$ cat src/design/ahb_arbiter.sv
module ahb_arbiter (
	input  logic HCLK,
	input  logic HRESETn,

	input  logic HBUSREQ,
	input  logic HLOCK,
	input  logic HREADY,
	input  logic ext_busreq,

	output logic HGRANT,
	output logic ext_grant
);

	logic owner_req;
	logic other_req;
	logic handover;

	assign owner_req = ext_grant ? ext_busreq : HBUSREQ;
	assign other_req = ext_grant ? HBUSREQ : ext_busreq;

	// Owner keeps the bus while it asks and the other side goes next
	assign handover = HREADY && !(HGRANT && HLOCK) && !owner_req && other_req;

	always_ff @(posedge HCLK) begin
		if (!HRESETn) begin
			HGRANT    <= 1'b1; // Parked on the line master
			ext_grant <= 1'b0;
		end else if (handover) begin
			HGRANT    <= !HGRANT;
			ext_grant <= !ext_grant;
		end
	end

	a_one_grant: assert property (@(posedge HCLK) disable iff (!HRESETn)
		!(HGRANT && ext_grant));

endmodule

$ cat config.mk
export PLATFORM = sky130hd
export DESIGN_NAME = ahb_arbiter
export DESIGN_NICKNAME = d
export VERILOG_FILES = /design/src/design/ahb_arbiter.sv
export SDC_FILE = /design/constraint.sdc
export NUM_CORES = 1
export LEC_CHECK = 0
export ABC_AREA = 1
export BUFFER_PORTS_ARGS = -buffer_cell sky130_fd_sc_hd__buf_2
export CAP_MARGIN = 20
export CORE_AREA = 8 8 45 47
export DETAILED_ROUTE_END_ITERATION = 12
export DIE_AREA = 0 0 53 55
export GPL_ROUTABILITY_DRIVEN = 1
export PLACE_DENSITY_LB_ADDON = 0.3
export SLEW_MARGIN = 40
export SYNTH_ARGS = -nofsm -noshare
export SYNTH_HDL_FRONTEND = slang
export SYNTH_SLANG_ARGS = --single-unit
$ cat constraint.sdc
create_clock -name HCLK -period 1.9 [get_ports HCLK]
set_clock_uncertainty 0.15 [all_clocks]
set_input_delay 0.19 -clock HCLK [delete_from_list [all_inputs] [get_ports HCLK]]
set_output_delay 0.19 -clock HCLK [all_outputs]
set_load 0.03 [all_outputs]
==> metrics.md <==
| Metric | Value |
|---|---|
| Vias in the first global route | around 170 |
| ANT cells | 0 |
| Most common cell in the netlist | nand2_1 |
| Routability Congestion | roughly 0.77 |
| Part of the power in the clock network | 54.2% |
| Hold WC Path Type | input port to register |
| CP top delay family | flip-flops |
| Share of post-route cells with drive strength above 1 | between 30% and 40% |
| Pleak | 0.000137 uW |
| Final setup viols | 0 |
| Pwr dens | 758 mW/mm^2 |
| Pre-CTS WS | about 0.85 ns |
| CTS sink count | 2 |
| NetSw | about 42 uW |
| DRT iter0 DRCs | 1 |
| Hold buffers post-CTS | 0 |
| Max transition margin | a little under nine tenths |
| Hold Slack | approximately 0.030 ns |
| Synth top area cells | nand2_1 (31%), dfxtp_1 (28%), nand3_1 (14%) |
| RSZ-0062 raised after global routing | false |
| Largest area contributor in the synthesized netlist | nand2_1 |
| Highest cell delay on the worst timing path | 0.42 ns |
| Yosys cell types | 8 |
| Flop pwr share | between 20% and 30% |
| Worst slew pin tran | around 0.22 ns |
| Clock-pin slew on the worst setup and hold paths | approximately 0.030 ns |
| Via-to-Cell Ratio | between 3 and 4 |
| Clock Tree Root | clkbuf_4 |
| Switching share of power | about 25% |
| Chip width | roughly 53 um |
| Critical Path Slowest Stage Cell | dfxtp_1 |
| Post-Syn Area | around 140 sq um |
| Vias | 180 |
| Cells after synthesis | 27 |
| Post-synth ARST share | 0% |
| P_int | ~130 uW |
| DRC | 0 |
| GRT Util Overall | under 10% |
| Routed WL per cell | 7.23 um |
| Fin nets | 45 |
| Critical Path RT | between 1.5 and 2 ns |
| Core area | between 0.001 and 0.0015 sq mm |
| Minimum clock period | 1.23 ns |
| Io pins | 8 |
| Ys Warns | 0 |
| Synth top area share | ~31% |
| Critical path, cell by cell | buf_2 |
| Post-Syn Area per Cell | 5.33 sq um |
| Worst-Skew Late Latency | around 0.22 ns |
| Setup TNS | 0 ns |
| First-pass GRT wire length | approximately 600 um |
| Area growth from synthesis to layout | 53.9% |
| Synth top cells by count | nand2_1 (12), inv_1 (5), nand3_1 (4) |
| Post-synthesis register bit count | 2 |
| Die Footprint | slightly below 0.003 sq mm |
| Largest net degree at the start of global routing | 8 |
| CP Data Arrival Time | approximately 0.9 ns |
| H-tree level count | 1 |
| Register area share after synthesis | about 28% |
| Post-Syn Nets | 33 |
| Die Span Y | 55 um |
| Post-route ant nets | 0 |
| Fmax | about 810 MHz |
| Worst-path maximum fanout | 7 |
| Fin. Hold Viols | 0 |
| Cts bufs inserted | 3 |
| Count of flip-flops with a built-in enable after synthesis | 0 |
| Kind of critical path | register to primary output |
| Total chip power | ~170 uW |
| Fin. max-slew vios | 0 |
| Clock Path Buffers | 2 |
| Starting density of the core | 10.4% |
| Status | finished clean |
| Crit start category | register |
| Tcrit/Tclk final | around 65% |
| Worst Slack Setup Final | between 0.6 and 0.7 ns |
| Post-CTS sizing | 0 |
| CTS tree | done |
| Drt first pass iters | 4 |
| Critical path buffer and inverter count | 1 |
| Row cnt | 14 |
| Number of port buffers | 7 |
| Initial antenna violation count | 0 |
| Post-CTS Setup Bufs | 0 |
| Aggregate global routing overflow | 0 |
| Gate power share | 17.3% |
| DRT Wirelength | 383 um |
| Max-cap viol count | 0 |
| Main synth FF type | dfxtp_1 |
| Critical Path Sink Type | primary output |
| Maximum vdd drop | 264 uV |
layout by cell type, fill, tap and decap left out:
master,netlist,layout
buf_2,0,7
nand3_1,4,4
nor2_2,1,1
nand2_1,12,12
dfxtp_1,2,2
o21ai_0,1,1
a21oi_1,1,1
inv_2,1,1
inv_1,5,5
clkbuf_4,0,3
metal layers:
metal / track usage (%) / part of all wire [%]
met1: 3.78 / 52
met2: 3.32 / 44
met3: 0.802 / 3.7
met4: 3.88 / 0
met5: 0 / 0
sequential cells by signal, indices dropped and copies added, names as in the netlist:
signal,flops
ext_grant,1
HGRANT,1
worst paths after layout:
| kind | from | end | slack, ns | cells past startpoint |
|---|---|---|---|---|
| worst max register to register | ext_grant | HGRANT | 0.86 | 5 |
| worst min-delay path | HRESETn | HGRANT | 0.03 | 2 |
| worst min register to register | HGRANT | HGRANT | 0.34 | 2 |
| worst max-delay path | ext_grant | ext_grant | 0.67 | 1 |
cells by family after synthesis:
kind of cell	synth area share, %
buffers and inverters	15.7
and+or+nand+nor	49.6
AOI/OAI and AO/OA	6.95
DFF	27.8
power groups by stage:
stage | Clock (uW) | Sequential (uW) | Combinational (uW)
3_3_place_gp | 0 | 48.5 | 30.0
5_1_grt | 97.9 | 48.6 | 33.4
3_5_place_dp | 0 | 48.4 | 29.5
6_report | 91.0 | 47.8 | 29.0
2_1_floorplan | 0 | 52.8 | 13.8
4_1_cts | 98.7 | 47.9 | 29.7
metrics by stage:
stage / cells / utilization [%] / area [sq um]
after floorplan: 27 / - / 144
after global placement: 50 / 14.4 / 199
after detailed placement: 50 / 14.4 / 199
after CTS: 53 / 16.0 / 221
after global routing: 53 / 16.0 / 221
final: 53 / 16.0 / 221
area by class of cell:
class	count	area, sq um
multi-input cells	19	81.3
clock buffers	3	22.5
repair buffers	7	35.0
well taps	16	20.0
fillers	161	1160
inverters	6	22.5
flip-flops and latches	2	40.0
(Power assumes the default switching activity.)
