<file path="src/design/ahb_pkg.sv">
package ahb_pkg;

	// HTRANS, HRESP, HSIZE and HBURST codes
	localparam logic [1:0] TRN_IDLE   = 2'b00;
	localparam logic [1:0] TRN_NONSEQ = 2'b10;
	localparam logic [1:0] TRN_SEQ    = 2'b11;
	localparam logic [1:0] RSP_OKAY   = 2'b00;
	localparam logic [2:0] SIZ_WORD   = 3'b010;
	localparam logic [2:0] BUR_SINGLE = 3'b000;
	localparam logic [2:0] BUR_INCR16 = 3'b111;

	localparam int LINE_BEATS = 16;
	localparam int BEAT_BITS  = 4;
	localparam int LINE_BYTES = 64;

	localparam int CREDIT_MAX = 16; // Also the credits a read needs to start

	localparam int MEM_WORDS = 256;
	localparam int MEM_BITS  = $clog2(MEM_WORDS);

	// Line master FSM
	localparam logic [2:0] ST_IDLE  = 3'd0;
	localparam logic [2:0] ST_RADDR = 3'd1;
	localparam logic [2:0] ST_RCONT = 3'd2;
	localparam logic [2:0] ST_RFIN  = 3'd3;
	localparam logic [2:0] ST_WADDR = 3'd4;
	localparam logic [2:0] ST_WDATA = 3'd5;

	// Byte address as raw word or as line, beat and byte
	typedef union packed {
		logic [31:0] raw;
		struct packed {
			logic [31-BEAT_BITS-2:0] line;
			logic [BEAT_BITS-1:0]    beat;
			logic [1:0]              ofs;
		} f;
	} ahb_addr_t;

endpackage

</file>
<file path="src/design/line_bus_if.sv">
interface line_bus_if import ahb_pkg::*; ();

	// Port to master
	logic        start;
	logic        write;
	ahb_addr_t   addr;
	logic [31:0] wdata;

	// Master to port
	logic        take;
	logic        beat_valid;
	logic [31:0] beat_data;
	logic        beat_last; // Alone it ends a write

	modport port (
		output start, write, addr, wdata,
		input  take, beat_valid, beat_data, beat_last
	);

	modport master (
		input  start, write, addr, wdata,
		output take, beat_valid, beat_data, beat_last
	);

endinterface

</file>
<file path="src/design/line_req_port.sv">
module line_req_port import ahb_pkg::*; (
	input  logic        HCLK,
	input  logic        HRESETn,

	input  logic        req_valid,
	input  logic        req_write,
	input  logic [31:0] req_addr,
	input  logic [31:0] req_wdata,
	output logic        req_ready,

	output logic        rsp_valid,
	output logic [31:0] rsp_data,
	output logic        rsp_last,
	input  logic        rsp_credit,

	line_bus_if.port    bus
);

	logic        held;     // A request is pending or in flight
	logic        launched; // Master has taken it
	logic        pend_write;
	ahb_addr_t   pend_addr;
	logic [31:0] pend_wdata;
	logic [4:0]  credits;
	logic        credits_full;

	assign credits_full = (credits == CREDIT_MAX);
	assign req_ready = !held;

	// Reads wait for a whole line of credits
	assign bus.start = held && !launched && (pend_write || credits_full);
	assign bus.write = pend_write;
	assign bus.addr  = pend_addr;
	assign bus.wdata = pend_wdata;

	assign rsp_valid = bus.beat_valid;
	assign rsp_data  = bus.beat_data;
	assign rsp_last  = bus.beat_valid && bus.beat_last;

	always_ff @(posedge HCLK) begin
		if (!HRESETn) begin
			held     <= 1'b0;
			launched <= 1'b0;
		end else if (req_valid && req_ready) begin
			held     <= 1'b1;
			launched <= 1'b0;
		end else begin
			if (bus.take)
				launched <= 1'b1;
			if (bus.beat_last) begin // End of line or write done
				held     <= 1'b0;
				launched <= 1'b0;
			end
		end
	end

	always_ff @(posedge HCLK) begin
		if (req_valid && req_ready) begin
			pend_write <= req_write;
			pend_addr  <= req_addr;
			pend_wdata <= req_wdata;
		end
	end

	always_ff @(posedge HCLK) begin
		if (!HRESETn)
			credits <= 5'(CREDIT_MAX);
		else
			credits <= credits + {4'd0, rsp_credit} - {4'd0, bus.beat_valid};
	end

	a_credit_range: assert property (@(posedge HCLK) disable iff (!HRESETn)
		credits <= CREDIT_MAX && !(credits == 5'd0 && bus.beat_valid && !rsp_credit));

endmodule

</file>
<file path="src/flat_wrapper.sv">
// flat-port wrapper written by rule: the top's interface ports become plain ports
module line_req_port_flat import ahb_pkg::*;
  (HCLK, HRESETn, req_valid, req_write, req_addr, req_wdata, req_ready, rsp_valid, rsp_data, rsp_last, rsp_credit, bus_start, bus_write, bus_addr, bus_wdata, bus_take, bus_beat_valid, bus_beat_data, bus_beat_last);
  line_bus_if bus_i ();
  input  logic HCLK;
  input  logic HRESETn;
  input  logic req_valid;
  input  logic req_write;
  input  logic [31:0] req_addr;
  input  logic [31:0] req_wdata;
  output logic req_ready;
  output logic rsp_valid;
  output logic [31:0] rsp_data;
  output logic rsp_last;
  input  logic rsp_credit;
  output wire logic [$bits(bus_i.start)-1:0] bus_start;
  output wire logic [$bits(bus_i.write)-1:0] bus_write;
  output wire logic [$bits(bus_i.addr)-1:0] bus_addr;
  output wire logic [$bits(bus_i.wdata)-1:0] bus_wdata;
  input wire logic [$bits(bus_i.take)-1:0] bus_take;
  input wire logic [$bits(bus_i.beat_valid)-1:0] bus_beat_valid;
  input wire logic [$bits(bus_i.beat_data)-1:0] bus_beat_data;
  input wire logic [$bits(bus_i.beat_last)-1:0] bus_beat_last;
  assign bus_start = bus_i.start;
  assign bus_write = bus_i.write;
  assign bus_addr = bus_i.addr;
  assign bus_wdata = bus_i.wdata;
  assign bus_i.take = bus_take;
  assign bus_i.beat_valid = bus_beat_valid;
  assign bus_i.beat_data = bus_beat_data;
  assign bus_i.beat_last = bus_beat_last;
  line_req_port u_core (.HCLK(HCLK), .HRESETn(HRESETn), .req_valid(req_valid), .req_write(req_write), .req_addr(req_addr), .req_wdata(req_wdata), .req_ready(req_ready), .rsp_valid(rsp_valid), .rsp_data(rsp_data), .rsp_last(rsp_last), .rsp_credit(rsp_credit), .bus(bus_i));
endmodule
</file>
<file path="config.mk">
export PLATFORM = sky130hd
export DESIGN_NAME = line_req_port_flat
export DESIGN_NICKNAME = d
export VERILOG_FILES = /design/src/design/ahb_pkg.sv /design/src/design/line_bus_if.sv /design/src/design/line_req_port.sv /design/src/flat_wrapper.sv
export SDC_FILE = /design/constraint.sdc
export NUM_CORES = 1
export LEC_CHECK = 0
export BUFFER_PORTS_ARGS = -buffer_cell sky130_fd_sc_hd__buf_2
export CORE_MARGIN = 10
export CORE_UTILIZATION = 39
export CTS_CLUSTER_DIAMETER = 200
export CTS_CLUSTER_SIZE = 12
export DETAILED_ROUTE_END_ITERATION = 8
export GPL_TIMING_DRIVEN = 0
export PLACE_DENSITY = 0.83
export SETUP_SLACK_MARGIN = 0.02
export SYNTH_ARGS = -nofsm -noshare
export SYNTH_HDL_FRONTEND = slang
export SYNTH_SLANG_ARGS = --single-unit
</file>
<file path="constraint.sdc">
create_clock -name HCLK -period 4.86 [get_ports HCLK]
set_clock_uncertainty 0.1 [all_clocks]
set_input_delay 0.243 -clock HCLK [delete_from_list [all_inputs] [get_ports HCLK]]
set_output_delay 0.243 -clock HCLK [all_outputs]
set_load 0.01 [all_outputs]
</file>
==> results.yml <==
sta:
  worst_pin_slew_ns: 0.358
  drv_slew: 0
  setup_tns_ns: 0
  finalSetupViolations: 0
  relSlewSlack: 0.761
  fmax_mhz: 451
  hold_viol_final: 0
  whs_ns: 0.0814
  layout_worst_path_cycle_share: 0.456
  final.setup.worst_slack_ns: 2.64
  min_period_ns: 2.22
  rsz0062_at_grt: "no"
final_layout:
  fillers: 477
  drive_gt1_frac: 0.555
  antenna_cells: 0
  seqCellArea_sq_um: 2090
  multiInputGateArea_sq_um: 259
  area_growth_pct: 70.0
  finalNetCount: 508
  design_area_sq_um: 4460
grt:
  grt_pass1_vias: 2467
  antenna_found_initial: 0
  grtUsageTotal: 0.160
  grt_pass1_wl_mm: 12.7
  grt_max_degree: 30
  overflow: 0
routing:
  vias_per_cell: 4.39
  drt-initial-drc-count: 44
  drtAntennaViolNets: 0
  firstDrtPassIters: 5
  routed_wl_mm: 8.69
  wl_per_cell_um: 18.1
  vias: 2104
  drc_errors: 0
status:
  status: "complete, no violations"
worst_setup_path:
  crit_end: "u_core.credits[4]"
  path_cells: "inv_1, ha_1, inv_1, ha_1, inv_1, fa_1, nand2b_1, a2111oi_1, o21ba_1"
  cpMostUsedCell: "inv_1"
  r2r_start: "u_core.credits[0]"
  r2r_end: "u_core.credits[4]"
  startpoint: "u_core.credits[0]"
  crit_path_end_kind: "flip-flop"
  start_kind: "flip-flop"
  cpPeakStageDelay_ns: 0.39
  rrSetupSlack_ns: 2.64
  critical_path_class: "flip-flop to flip-flop"
  required_ns: 4.99
  critPathSlowestCell: "fa_1"
  worst-path-max-fanout: 2
  cp_data_arrival_time_ns: 2.35
  reg2reg_depth: 9
clock_tree:
  cts_tree: "built"
  clkSinkCount: 72
  numCtsBuffers: 9
  cts_max_level: 3
  cts_hold_buf: 66
  cts_setup_buffers: 0
  clock_latency_ns: 0.33
  path_clk_slew_ns: 0.07
  clock_path_buffers: 2
  cts-root-buf: "clkbuf_8"
  ctsResizeCount: 0
floorplanning:
  design.die.area_sq_um: 10400
  fp.dieH_um: 102
  ioPinCount: 205
  design.core.area_sq_um: 6460
  die_w_um: 102
  start_util: 0.406
  num_rows: 29
power:
  vdd_drop_max_mv: 0.210
  comb_power_share: 0.213
  p_seq_frac: 0.509
  p_sw_frac: 0.265
  switchingPower_w: 0.000392
  power_w: 0.00148
  power.internal_w: 0.00109
  p_per_area_nw_per_um2: 331
  clock_power_share: 0.279
  leakage_nw: 2.05
min_path:
  whs_path_depth: 3
  min_path_type: "input port to flip-flop"
yosys:
  syn_area_per_cell_sq_um: 18.0
  synthCells: 146
  yosys_warnings: 0
  yosysUniqueCellTypes: 21
  ys_seq_area_frac: 0.797
  syn-num-nets: 257
  synth_area_sq_um: 2630
  synth-seq-cells: 72
place:
  dpl-instance-area_sq_um: 3630
  portBuffers: 172
  place.gp.congestion: 0.776
  dpl.hpwl_mm: 6.05
  dp_slack_ns: 2.62
job:
  maxCapViolCount: 0
[metal layers]
metal / global-route usage / routed length, um / vias up
met5: 0 / 0 / -
met4: 0.0564 / 122 / 0
met3: 0.0776 / 1000 / 13
met2: 0.310 / 4790 / 119
met1: 0.138 / 2780 / 985
li1: - / - / 987
[worst min-delay path by stage]
stage	startpoint	endpoint	slack [ns]
2_1_floorplan	bus_beat_last	u_core.launched	0.22
3_3_place_gp	req_wdata[3]	u_core.bus.wdata[3]	0.32
3_5_place_dp	req_wdata[0]	u_core.bus.wdata[0]	0.32
4_1_cts	HRESETn	u_core.credits[0]	0.06
5_1_grt	HRESETn	u_core.credits[0]	0.07
6_report	bus_take	u_core.launched	0.08
[metrics by stage]
step / util / instances
after floorplan: - / 146
after global placement: 0.555 / 395
after detailed placement: 0.562 / 397
after CTS: 0.691 / 479
after global routing: 0.691 / 479
final: 0.691 / 479
[power by group through the flow]
stage,clock network [W],logic [W],registers (W)
finish,0.000412,0.000314,0.000751
floorplan,0,0.000141,0.000784
detailed placement,0,0.000272,0.000764
global route,0.000453,0.000351,0.000757
global placement,0,0.000251,0.000767
CTS,0.000425,0.000316,0.000750
[sequential cells by signal, summed over array words and instances (netlist names)]
name,cells
u_core.bus.addr,32
u_core.bus.wdata,32
u_core.credits,5
u_core.bus.write,1
u_core.held,1
u_core.launched,1
[cells in the final DEF (no fill, tap or decap), types with 2 or more instances in the layout]
cell type	count
and2_1	2
clkinv_2	2
inv_1	9
dfxtp_1	7
nand2_1	2
clkbuf_8	9
nor2_1	5
buf_12	2
buf_4	33
ha_1	6
dlygate4sd3_1	66
inv_6	2
a21oi_1	2
edfxtp_1	65
nand2b_1	2
xor2_1	2
buf_2	172
[cell type report]
class	instances	share of cell area
flip-flops and latches	72	0.469
repair buffers	240	0.350
multi-input cells	32	0.0580
plain buffers	33	0.0555
clock buffers	10	0.0286
well taps	77	0.0216
clock inverters	6	0.00981
inverters	9	0.00757
[synth_stat cells]
master     instances  area (sq um)
o21ba_1            1          10.0
fa_1               1          20.0
and2_1             2          12.5
buf_4             33           248
mux2i_1            1          10.0
nand2b_1           2          12.5
xor2_1             2          17.5
a21o_1             1          7.51
edfxtp_1          65          1950
a41oi_1            1          8.76
ha_1               6          75.1
nor2_1             5          18.8
a21oi_1            2          10.0
nor2b_1            2          12.5
inv_1              9          33.8
nor3_1             1          5.00
a2111oi_1          1          10.0
dfxtp_1            7           140
nand2_1            2          7.51
a211oi_1           1          7.51
nor4_1             1          6.26
[cells by family after synthesis]
group | share of synthesized area
buffers and inverters | 0.107
flip-flops | 0.797
AND/OR/NAND/NOR | 0.0286
multiplexers | 0.00381
adder cells (fa/ha/maj) | 0.0362
XOR/XNOR | 0.00667
AO/OA/AOI/OAI | 0.0205
[worst max-delay path: cells and delay by family (launching register included)]
family / cells / cell delay, ns
fa+ha+maj: 3 / 0.82
compound gates: 2 / 0.53
flops: 1 / 0.32
simple gates: 1 / 0.18
buf+inv: 3 / 0.16
Power figures use the tool's default switching activity.
