File: src/design/ahb_pkg.sv
package ahb_pkg;

	// HTRANS, HRESP, HSIZE and HBURST codes
	localparam logic [1:0] TRN_IDLE   = 2'b00;
	localparam logic [1:0] TRN_NONSEQ = 2'b10;
	localparam logic [1:0] TRN_SEQ    = 2'b11;
	localparam logic [1:0] RSP_OKAY   = 2'b00;
	localparam logic [2:0] SIZ_WORD   = 3'b010;
	localparam logic [2:0] BUR_SINGLE = 3'b000;
	localparam logic [2:0] BUR_INCR16 = 3'b111;

	localparam int LINE_BEATS = 16;
	localparam int BEAT_BITS  = 4;
	localparam int LINE_BYTES = 64;

	localparam int CREDIT_MAX = 16; // Also the credits a read needs to start

	localparam int MEM_WORDS = 256;
	localparam int MEM_BITS  = $clog2(MEM_WORDS);

	// Line master FSM
	localparam logic [2:0] ST_IDLE  = 3'd0;
	localparam logic [2:0] ST_RADDR = 3'd1;
	localparam logic [2:0] ST_RCONT = 3'd2;
	localparam logic [2:0] ST_RFIN  = 3'd3;
	localparam logic [2:0] ST_WADDR = 3'd4;
	localparam logic [2:0] ST_WDATA = 3'd5;

	// Byte address as raw word or as line, beat and byte
	typedef union packed {
		logic [31:0] raw;
		struct packed {
			logic [31-BEAT_BITS-2:0] line;
			logic [BEAT_BITS-1:0]    beat;
			logic [1:0]              ofs;
		} f;
	} ahb_addr_t;

endpackage

File: src/design/line_bus_if.sv
interface line_bus_if import ahb_pkg::*; ();

	// Port to master
	logic        start;
	logic        write;
	ahb_addr_t   addr;
	logic [31:0] wdata;

	// Master to port
	logic        take;
	logic        beat_valid;
	logic [31:0] beat_data;
	logic        beat_last; // Alone it ends a write

	modport port (
		output start, write, addr, wdata,
		input  take, beat_valid, beat_data, beat_last
	);

	modport master (
		input  start, write, addr, wdata,
		output take, beat_valid, beat_data, beat_last
	);

endinterface

File: src/design/ahb_line_master.sv
module ahb_line_master import ahb_pkg::*; (
	input  logic        HCLK,
	input  logic        HRESETn,

	line_bus_if.master  bus,

	output logic        HBUSREQ,
	output logic        HLOCK,
	input  logic        HGRANT,

	output logic [1:0]  HTRANS,
	output logic        HWRITE,
	output logic [2:0]  HSIZE,
	output logic [2:0]  HBURST,
	output logic [31:0] HADDR,
	output logic [31:0] HWDATA,

	input  logic        HREADY,
	input  logic [1:0]  HRESP,
	input  logic [31:0] HRDATA
);

	logic [2:0]           state;
	logic [2:0]           next_state;
	logic [BEAT_BITS-1:0] beat;
	logic                 last_addr; // Final SEQ accepted
	ahb_addr_t            beat_addr;

	assign last_addr = (state == ST_RCONT) && HREADY && (beat == LINE_BEATS - 1);

	// Line base from the request with the beat index below it
	always_comb begin
		beat_addr.f.line = bus.addr.f.line;
		beat_addr.f.beat = beat;
		beat_addr.f.ofs  = 2'b00;
	end

	assign bus.take = HREADY && (state == ST_RADDR || state == ST_WADDR);

	always_ff @(posedge HCLK) begin
		if (!HRESETn) begin
			HBUSREQ <= 1'b0;
			HLOCK   <= 1'b0;
		end else if (state == ST_IDLE && bus.start && !HBUSREQ) begin
			HBUSREQ <= 1'b1;
			HLOCK   <= !bus.write; // Only line reads are locked
		end else if (last_addr || (state == ST_WADDR && HREADY)) begin
			HBUSREQ <= 1'b0;
			HLOCK   <= 1'b0;
		end
	end

	always_ff @(posedge HCLK) begin
		if (!HRESETn)
			beat <= '0;
		else if (state == ST_IDLE)
			beat <= '0;
		else if (HREADY && (state == ST_RADDR || state == ST_RCONT))
			beat <= beat + 1'b1;
	end

	always_ff @(posedge HCLK) begin
		if (!HRESETn)
			state <= ST_IDLE;
		else
			state <= next_state;
	end

	always_comb begin
		next_state = state;
		case (state)
			ST_IDLE:
				if (HBUSREQ && HGRANT && HREADY)
					next_state = bus.write ? ST_WADDR : ST_RADDR;
			ST_RADDR: if (HREADY) next_state = ST_RCONT;
			ST_RCONT: if (last_addr) next_state = ST_RFIN;
			ST_RFIN:  if (HREADY) next_state = ST_IDLE;
			ST_WADDR: if (HREADY) next_state = ST_WDATA;
			ST_WDATA: if (HREADY) next_state = ST_IDLE;
			default:  next_state = ST_IDLE;
		endcase
	end

	always_comb begin
		HTRANS = TRN_IDLE;
		HWRITE = 1'b0;
		HSIZE  = SIZ_WORD;
		HBURST = BUR_SINGLE;
		HADDR  = '0;
		HWDATA = '0;
		case (state)
			ST_RADDR: begin
				HTRANS = TRN_NONSEQ;
				HBURST = BUR_INCR16;
				HADDR  = beat_addr.raw;
			end
			ST_RCONT: begin
				HTRANS = TRN_SEQ;
				HBURST = BUR_INCR16;
				HADDR  = beat_addr.raw;
			end
			ST_WADDR: begin
				HTRANS = TRN_NONSEQ;
				HWRITE = 1'b1;
				HADDR  = bus.addr.raw;
			end
			ST_WDATA: HWDATA = bus.wdata;
			default: ;
		endcase
	end

	// Completed read data phases appear one cycle late
	always_ff @(posedge HCLK) begin
		if (!HRESETn) begin
			bus.beat_valid <= 1'b0;
			bus.beat_last  <= 1'b0;
		end else begin
			bus.beat_valid <= HREADY && (state == ST_RCONT || state == ST_RFIN);
			bus.beat_last  <= HREADY && (state == ST_RFIN || state == ST_WDATA);
		end
	end

	always_ff @(posedge HCLK) begin
		bus.beat_data <= HRDATA;
	end

	a_seq_step: assert property (@(posedge HCLK) disable iff (!HRESETn)
		(HTRANS != TRN_IDLE && HREADY) ##1 (HTRANS == TRN_SEQ) |->
			HADDR == $past(HADDR) + 32'd4 &&
			HADDR / LINE_BYTES == $past(HADDR) / LINE_BYTES);

	a_resp_okay: assert property (@(posedge HCLK) disable iff (!HRESETn)
		HREADY |-> HRESP == RSP_OKAY);

endmodule

File: src/flat_wrapper.sv
// flat-port wrapper written by rule: the top's interface ports become plain ports
module ahb_line_master_flat import ahb_pkg::*;
  (HCLK, HRESETn, HBUSREQ, HLOCK, HGRANT, HTRANS, HWRITE, HSIZE, HBURST, HADDR, HWDATA, HREADY, HRESP, HRDATA, bus_start, bus_write, bus_addr, bus_wdata, bus_take, bus_beat_valid, bus_beat_data, bus_beat_last);
  line_bus_if bus_i ();
  input  logic HCLK;
  input  logic HRESETn;
  output logic HBUSREQ;
  output logic HLOCK;
  input  logic HGRANT;
  output logic [1:0] HTRANS;
  output logic HWRITE;
  output logic [2:0] HSIZE;
  output logic [2:0] HBURST;
  output logic [31:0] HADDR;
  output logic [31:0] HWDATA;
  input  logic HREADY;
  input  logic [1:0] HRESP;
  input  logic [31:0] HRDATA;
  input wire logic [$bits(bus_i.start)-1:0] bus_start;
  input wire logic [$bits(bus_i.write)-1:0] bus_write;
  input wire logic [$bits(bus_i.addr)-1:0] bus_addr;
  input wire logic [$bits(bus_i.wdata)-1:0] bus_wdata;
  output wire logic [$bits(bus_i.take)-1:0] bus_take;
  output wire logic [$bits(bus_i.beat_valid)-1:0] bus_beat_valid;
  output wire logic [$bits(bus_i.beat_data)-1:0] bus_beat_data;
  output wire logic [$bits(bus_i.beat_last)-1:0] bus_beat_last;
  assign bus_i.start = bus_start;
  assign bus_i.write = bus_write;
  assign bus_i.addr = bus_addr;
  assign bus_i.wdata = bus_wdata;
  assign bus_take = bus_i.take;
  assign bus_beat_valid = bus_i.beat_valid;
  assign bus_beat_data = bus_i.beat_data;
  assign bus_beat_last = bus_i.beat_last;
  ahb_line_master u_core (.HCLK(HCLK), .HRESETn(HRESETn), .bus(bus_i), .HBUSREQ(HBUSREQ), .HLOCK(HLOCK), .HGRANT(HGRANT), .HTRANS(HTRANS), .HWRITE(HWRITE), .HSIZE(HSIZE), .HBURST(HBURST), .HADDR(HADDR), .HWDATA(HWDATA), .HREADY(HREADY), .HRESP(HRESP), .HRDATA(HRDATA));
endmodule
File: config.mk
export PLATFORM = sky130hd
export DESIGN_NAME = ahb_line_master_flat
export DESIGN_NICKNAME = d
export VERILOG_FILES = /design/src/design/ahb_pkg.sv /design/src/design/line_bus_if.sv /design/src/design/ahb_line_master.sv /design/src/flat_wrapper.sv
export SDC_FILE = /design/constraint.sdc
export NUM_CORES = 1
export LEC_CHECK = 0
export BUFFER_PORTS_ARGS = -buffer_cell sky130_fd_sc_hd__buf_4
export CAP_MARGIN = 20
export CELL_PAD_IN_SITES_DETAIL_PLACEMENT = 0
export CELL_PAD_IN_SITES_GLOBAL_PLACEMENT = 2
export CORE_MARGIN = 5
export CORE_UTILIZATION = 15
export DETAILED_ROUTE_END_ITERATION = 16
export HOLD_SLACK_MARGIN = 0.05
export MAX_ROUTING_LAYER = met4
export PLACE_DENSITY = 0.81
export RECOVER_POWER = 100
export SYNTH_ARGS = -nofsm -noshare
export SYNTH_HDL_FRONTEND = slang
export SYNTH_SLANG_ARGS = --single-unit
File: constraint.sdc
create_clock -name HCLK -period 2.1 [get_ports HCLK]
set_input_delay 0.525 -clock HCLK [delete_from_list [all_inputs] [get_ports HCLK]]
set_output_delay 0.525 -clock HCLK [all_outputs]
set_load 0.05 [all_outputs]
==> summary.md, run 1 <==
| Metric | Value |
|---|---|
| Async S/R FF share, synth | `0` |
| Core area | `11470 um^2` |
| CP startpoint | `u_core.state[0]` |
| Die Height | `118.5 um` |
| Skew-Pair Late Insertion Delay | `about 0.28 ns` |
| Vias in the first global route | `between 2k and 2.5k` |
| Worst slack, placed | `0.1686 ns` |
| Hold crit path type | `primary input to flop` |
| Initial antenna violation count | `0` |
| GP Congestion | `about 0.76` |
| Clock power frac | `0.415` |
| Worst reg2reg startpoint | `u_core.state[2]` |
| CP Max Fanout | `7` |
| Final wirelength | `roughly 7.0 mm` |
| Hold WS | `about 0.36 ns` |
| CTS clock-pin slew for the worst setup and hold paths | `0.07 ns` |
| Top_reg_cell synth | `dfxtp_1` |
| First-pass GRT wire length | `roughly 11 mm` |
| CTS tree | `done` |
| H-Tree Depth | `2` |
| Sequential power share | `0.353` |
| Root Driver | `clkbuf_16` |
| Synthesized cell area | `1765 um^2` |
| Post-synth EDFFs | `0` |
| Inserted Diodes | `0` |
| Fmax | `just under 0.5 GHz` |
| Fin area | `about 3700 um^2` |
| Fin. Hold Viols | `0` |
| Unrepaired setup endpoints after global routing | `true` |
| Internal | `between 1.5 and 2 mW` |
| Post-layout nets | `just under 500` |
| Die area | `~14000 um^2` |
| Worst slew margin | `0.5810` |
| FILL cells | `about 1.2k` |
| Sequential fraction of the synthesis area | `0.4876` |
| Status | `finished, final reports clean` |
| Sw frac | `0.2800` |
| WL/cell | `around 13 um` |
| Commonest non-fill, non-tap cell in the layout | `buf_4` |
| Port Buffer Count | `approximately 210` |
| Top Ports | `~210` |
| Clock Sinks | `between 40 and 50` |
| Pins over their slew limit | `0` |
| Post-Place Cell Area | `~3500 um^2` |
| Yosys reg bits | `43` |
| Maximum number of pins on one net before global-route repair | `33` |
| Via/cell ratio | `3.789` |
| Most frequent cells in the layout | `129 x buf_4, 45 x and2_1, 41 x dfxtp_1, 32 x clkbuf_4, 28 x clkbuf_1` |
| Total GRT Usage | `0.09567` |
| Initial core utilization | `0.1540` |
| Sw Pwr | `around 0.69 mW` |
| Post-route ant nets | `0` |
| Number of CTS-inserted buffers | `5` |
| Clock buffer depth | `2` |
| Leak | `between 1.5 and 2 nW` |
| DR iter-0 viols | `26` |
| Worst Tran Pin Value | `0.6312 ns` |
| Worst Setup End Kind | `output pin` |
| Remaining Overflow, GRT | `0` |
| Clock skew | `0.003501 ns` |
| HPWL Detailed | `just over 6 mm` |
| Syn Area/Cell | `10.09 um^2` |
| Critical path data required time | `1.57 ns` |
| Startpoint Class | `flop` |
| Critical path arrival | `1.52 ns` |
| Max-cap violation count | `0` |
| Share of layout cells above drive strength 1 | `0.5835` |
| Count of different cell masters after synthesis | `37` |
| Pwr/cell area | `around 660 nW/um^2` |
| Synth-to-layout area growth | `112.1%` |
| WS Path Type | `flop to output pin` |
| Die width | `roughly 120 um` |
| # DRC | `0` |
| Fin util | `0.3266` |
| Minimum clock period | `2.042 ns` |
| Setup violators final | `0` |
| First drt pass iteration count | `4` |
| Hold path start | `HRDATA[9]` |
| DR vias | `roughly 2k` |
| Ys Warns | `0` |
| Synth Instances | `roughly 180` |
| Max VDD drop | `roughly 630 uV` |
| Setup slack after layout | `0.05783 ns` |
| Row cnt | `39` |
| Setup TNS | `0 ns` |
| Final period utilization | `0.9725` |
| Comb power frac | `0.232` |
==> sequential cells by signal, summed over array words and instances (netlist names) <==
| name | flops |
|---|---|
| u_core.HLOCK | 1 |
| u_core.bus.beat_last | 1 |
| u_core.state | 3 |
| u_core.HBUSREQ | 1 |
| u_core.beat | 4 |
| u_core.bus.beat_valid | 1 |
| u_core.bus.beat_data | 32 |
==> final timing paths <==
check                            end  slack, ns  cells after the start
max                         HADDR[3]       0.06                      5
min          u_core.bus.beat_data[9]       0.36                      1
max reg2reg           u_core.HBUSREQ       0.68                      5
min reg2reg             u_core.HLOCK       0.51                      1
==> synthesized netlist by cell type, types with 2 or more instances <==
cell type	number	area, um^2
nand2_1	4	15.01
a22o_1	4	35.03
clkbuf_1	3	11.26
xnor2_1	4	35.03
nand3_1	5	25.02
buf_4	6	45.04
a21oi_1	3	15.01
o21ai_0	2	10.01
conb_1	2	7.510
nor2_1	10	37.54
and2_1	45	281.5
dfxtp_1	43	860.8
and2_2	16	120.1
nor3b_1	2	15.01
inv_1	2	7.510
buf_6	3	33.78
==> kinds of logic after synthesis <==
logic type,Yosys count,synth area share
and+or+nand+nor,91,0.3303
DFF,43,0.4876
adders and majority gates,1,0.007086
AOI/OAI and AO/OA,17,0.07796
muxes,1,0.005670
xor gates and xnor gates,5,0.02906
other,2,0.004254
buffers and inverters,15,0.05811
==> final cells by class <==
type	count	area (um^2)	share of cell area
multi-input cells	118	838.3	0.2239
flip-flops and latches	43	865.8	0.2312
clock inverters	3	71.32	0.01904
clock buffers	5	125.1	0.03341
well taps	143	178.9	0.04778
inverters	2	7.507	0.002005
repair buffers	218	1658	0.4427
==> metal layers <==
metal	global-route usage	wire length, um	up-vias
li1	-	-	986
met1	0.1002	2507	886
met2	0.1649	3489	137
met3	0.03820	930	7
met4	0.03047	96	0
met5	-	0	-
==> worst max-delay path: stages, from the launching register on <==
cell and delay (ns):
dfxtp_4 0.37, xnor2_2 0.15, buf_4 0.17, nor2_4 0.18
a22o_1 0.19, buf_6 0.16
==> power by group through the flow <==
stage / logic, mW / registers [mW] / clock network, mW
finish: 0.572 / 0.868 / 1.02
global route: 0.604 / 0.873 / 1.09
CTS: 0.589 / 0.871 / 1.05
floorplan: 0.195 / 1.02 / 0
global placement: 0.578 / 0.888 / 0
detailed placement: 0.581 / 0.888 / 0
==> what timing repair did <==
| action | CTS | global route |
|---|---|---|
| hold endpoints to repair | 0 | 0 |
| buffers inserted | 3 | 0 |
| cloned | 0 | 0 |
| hold buffers | 0 | 0 |
| gates resized for setup | 6 | 30 |
| setup endpoints to repair | 62 | 59 |
| pin swaps | 1 | 1 |
==> per-stage QoR <==
step,instances,total power [mW]
3_5_place_dp,521,1.470
4_1_cts,532,2.506
5_1_grt,532,2.562
6_report,532,2.461
3_3_place_gp,521,1.466
2_1_floorplan,176,1.212
Note: power is estimated with default switching activity, not from simulation.
==> inputs of run 2 (changes only) <==
- CORE_UTILIZATION: 15 -> 14
- PLACE_DENSITY: 0.81 -> 0.79
- clock period: 2.1 -> 1.75 ns (I/O delays scaled with it)
==> run 2 against run 1 <==
Against the previous run: the run now ends with negative setup slack left; critical path type unchanged; first-iteration DRC count rose by 12%; largest cell class unchanged; via count rose by 1.8%; clock skew fell by 0.0012 ns; combinational power rose by 27%.
==> summary.md, run 2 (same netlist as run 1, synthesis figures left out) <==
| Metric | Value |
|---|---|
| Fin util | `0.3267` |
| Leak | `approximately 1.9 nW` |
| Die Height | `approximately 120 um` |
| Hold path endpoint | `u_core.bus.beat_data[30]` |
| Hold WS | `0.2763 ns` |
| Fin. Hold Viols | `0` |
| CTS Hold Bufs | `0` |
| Clock buffer depth | `2` |
| Largest registers | `u_core.bus.beat_data: 32 flops, u_core.beat: 4 flops, u_core.state: 3 flops` |
| Pins over their slew limit | `0` |
| FF-to-FF setup slack | `between 0.15 and 0.2 ns` |
| Most frequent cells in the layout | `97 x buf_4, 42 x buf_6, 41 x dfxtp_1, 37 x and2_4, 35 x clkbuf_1` |
| GP Congestion | `between 0.7 and 0.8` |
| H-Tree Depth | `2` |
| Worst Setup End Kind | `output pin` |
| Row cnt | `~40` |
| Remaining Overflow, GRT | `0` |
| Post-route ant nets | `0` |
| DR iter-0 viols | `29` |
| Root Driver | `clkbuf_16` |
| Fin area | `a little over 4000 um^2` |
| Synth-to-layout area growth | `130.7%` |
| Worst Tran Pin Value | `~0.66 ns` |
| CTS clock-pin slew for the worst setup and hold paths | `~0.060 ns` |
| Final wirelength | `7.136 mm` |
| Inserted Diodes | `0` |
| Total GRT Usage | `0.09291` |
| Reg with most FFs | `u_core.bus.beat_data` |
| Critical path data required time | `roughly 1.3 ns` |
| CP Max Fanout | `27` |
| Post-Place Cell Area | `approximately 3800 um^2` |
| Max reg flops | `32` |
| Hold path start | `HRDATA[30]` |
| # DRC | `0` |
| Clock skew | `roughly 0.0023 ns` |
| Die width | `between 100 and 150 um` |
| Post-layout nets | `roughly 500` |
| Critical R2R Capture | `u_core.beat[2]` |
| First drt pass iteration count | `3` |
| Worst slew margin | `0.5630` |
| Port Buffer Count | `208` |
| First-pass GRT wire length | `approximately 11 mm` |
| Worst slack, placed | `-0.01268 ns` |
| Fmax | `0.4976 GHz` |
| Final period utilization | `1.148` |
| WL/cell | `about 13 um` |
| Share of layout cells above drive strength 1 | `0.6929` |
| Setup slack after layout | `-0.2598 ns` |
| Setup violators final | `69` |
| HPWL Detailed | `between 6 and 7 mm` |
| Clock Sinks | `43` |
| Maximum number of pins on one net before global-route repair | `33` |
| Number of CTS-inserted buffers | `5` |
| Pwr/cell area | `just under 700 nW/um^2` |
| Post-route non-filler standard cell count | `566` |
| Die area | `between 10000 and 15000 um^2` |
| Status | `finished, violations left` |
| Hold Path Stages | `1` |
| CTS tree | `done` |
| Critical path arrival | `1.57 ns` |
| DR vias | `2053` |
| Initial antenna violation count | `0` |
| Vias in the first global route | `between 2k and 2.5k` |
| Max-cap violation count | `0` |
| Skew-Pair Late Insertion Delay | `0.28 ns` |
| Minimum clock period | `2.010 ns` |
| Top Ports | `about 210` |
| WS Path Type | `flop to output pin` |
| Unrepaired setup endpoints after global routing | `true` |
| Initial core utilization | `0.1416` |
| Reg2Reg Depth | `7` |
| Failing checks | `negative setup slack` |
| Via/cell ratio | `3.627` |
| Commonest non-fill, non-tap cell in the layout | `buf_4` |
| Worst reg2reg startpoint | `u_core.state[1]` |
| Placed Instances | `between 500 and 600` |
| Max VDD drop | `around 730 uV` |
| Core area | `~12000 um^2` |
| Hold crit path type | `primary input to flop` |
| Startpoint Class | `flop` |
[run 2: worst max path at each step]
stage	start	end	slack, ns	depth (start not counted)
finish	u_core.state[1]	HADDR[20]	-0.26	6
global route	u_core.state[1]	HADDR[20]	-0.33	6
CTS	u_core.state[1]	HADDR[9]	-0.28	6
detailed placement	u_core.state[1]	HADDR[31]	-0.01	6
global placement	u_core.state[1]	HADDR[31]	-0.001	6
floorplan	u_core.state[1]	HADDR[2]	-0.07	3
[run 2: repair_timing]
action | CTS | global route
pin swaps | 2 | 0
setup buffers | 1 | 1
endpoints found under the setup margin | 71 | 71
gates resized for setup | 66 | 6
[run 2: worst max-delay path: stages (launching register included)]
cell	delay, ns
dfxtp_2	0.34
buf_12	0.13
xnor2_4	0.21
o22ai_4	0.10
buf_12	0.15
and2_2	0.20
buf_8	0.15
[run 2: metrics by stage]
step                       TNS [ns]  total power [mW]
after global routing         -20.76             2.920
after global placement    -0.001137             1.788
final                        -15.89             2.785
after detailed placement    -0.1104             1.795
after CTS                    -17.71             2.884
after floorplan             -0.4723             1.469
[run 2: metal layers]
layer	share of wire	wire length [um]	global-route usage	vias to the layer above
met2	0.50	3560	0.1652	138
met3	0.14	1029	0.03226	7
li1	-	-	-	1000
met5	0	0	-	-
met4	0.0095	68	0.02519	0
met1	0.35	2477	0.09796	908
[run 2: layout make-up]
cell class | count | area [um^2]
Inverter | 2 | 7.507
Clock inverter | 2 | 37.54
Multi-Input combinational cell | 118 | 978.4
Clock buffer | 5 | 125.1
Tap cell | 172 | 215.2
Timing Repair Buffer | 224 | 1843
Sequential cell | 43 | 865.8
Fill cell | 1310 | 8393
[run 2: where the power goes]
part / internal [mW] / total [mW] / switching [mW]
Combinational: 0.299 / 0.724 / 0.425
Sequential: 1.02 / 1.04 / 0.0173
Clock: 0.664 / 1.02 / 0.355
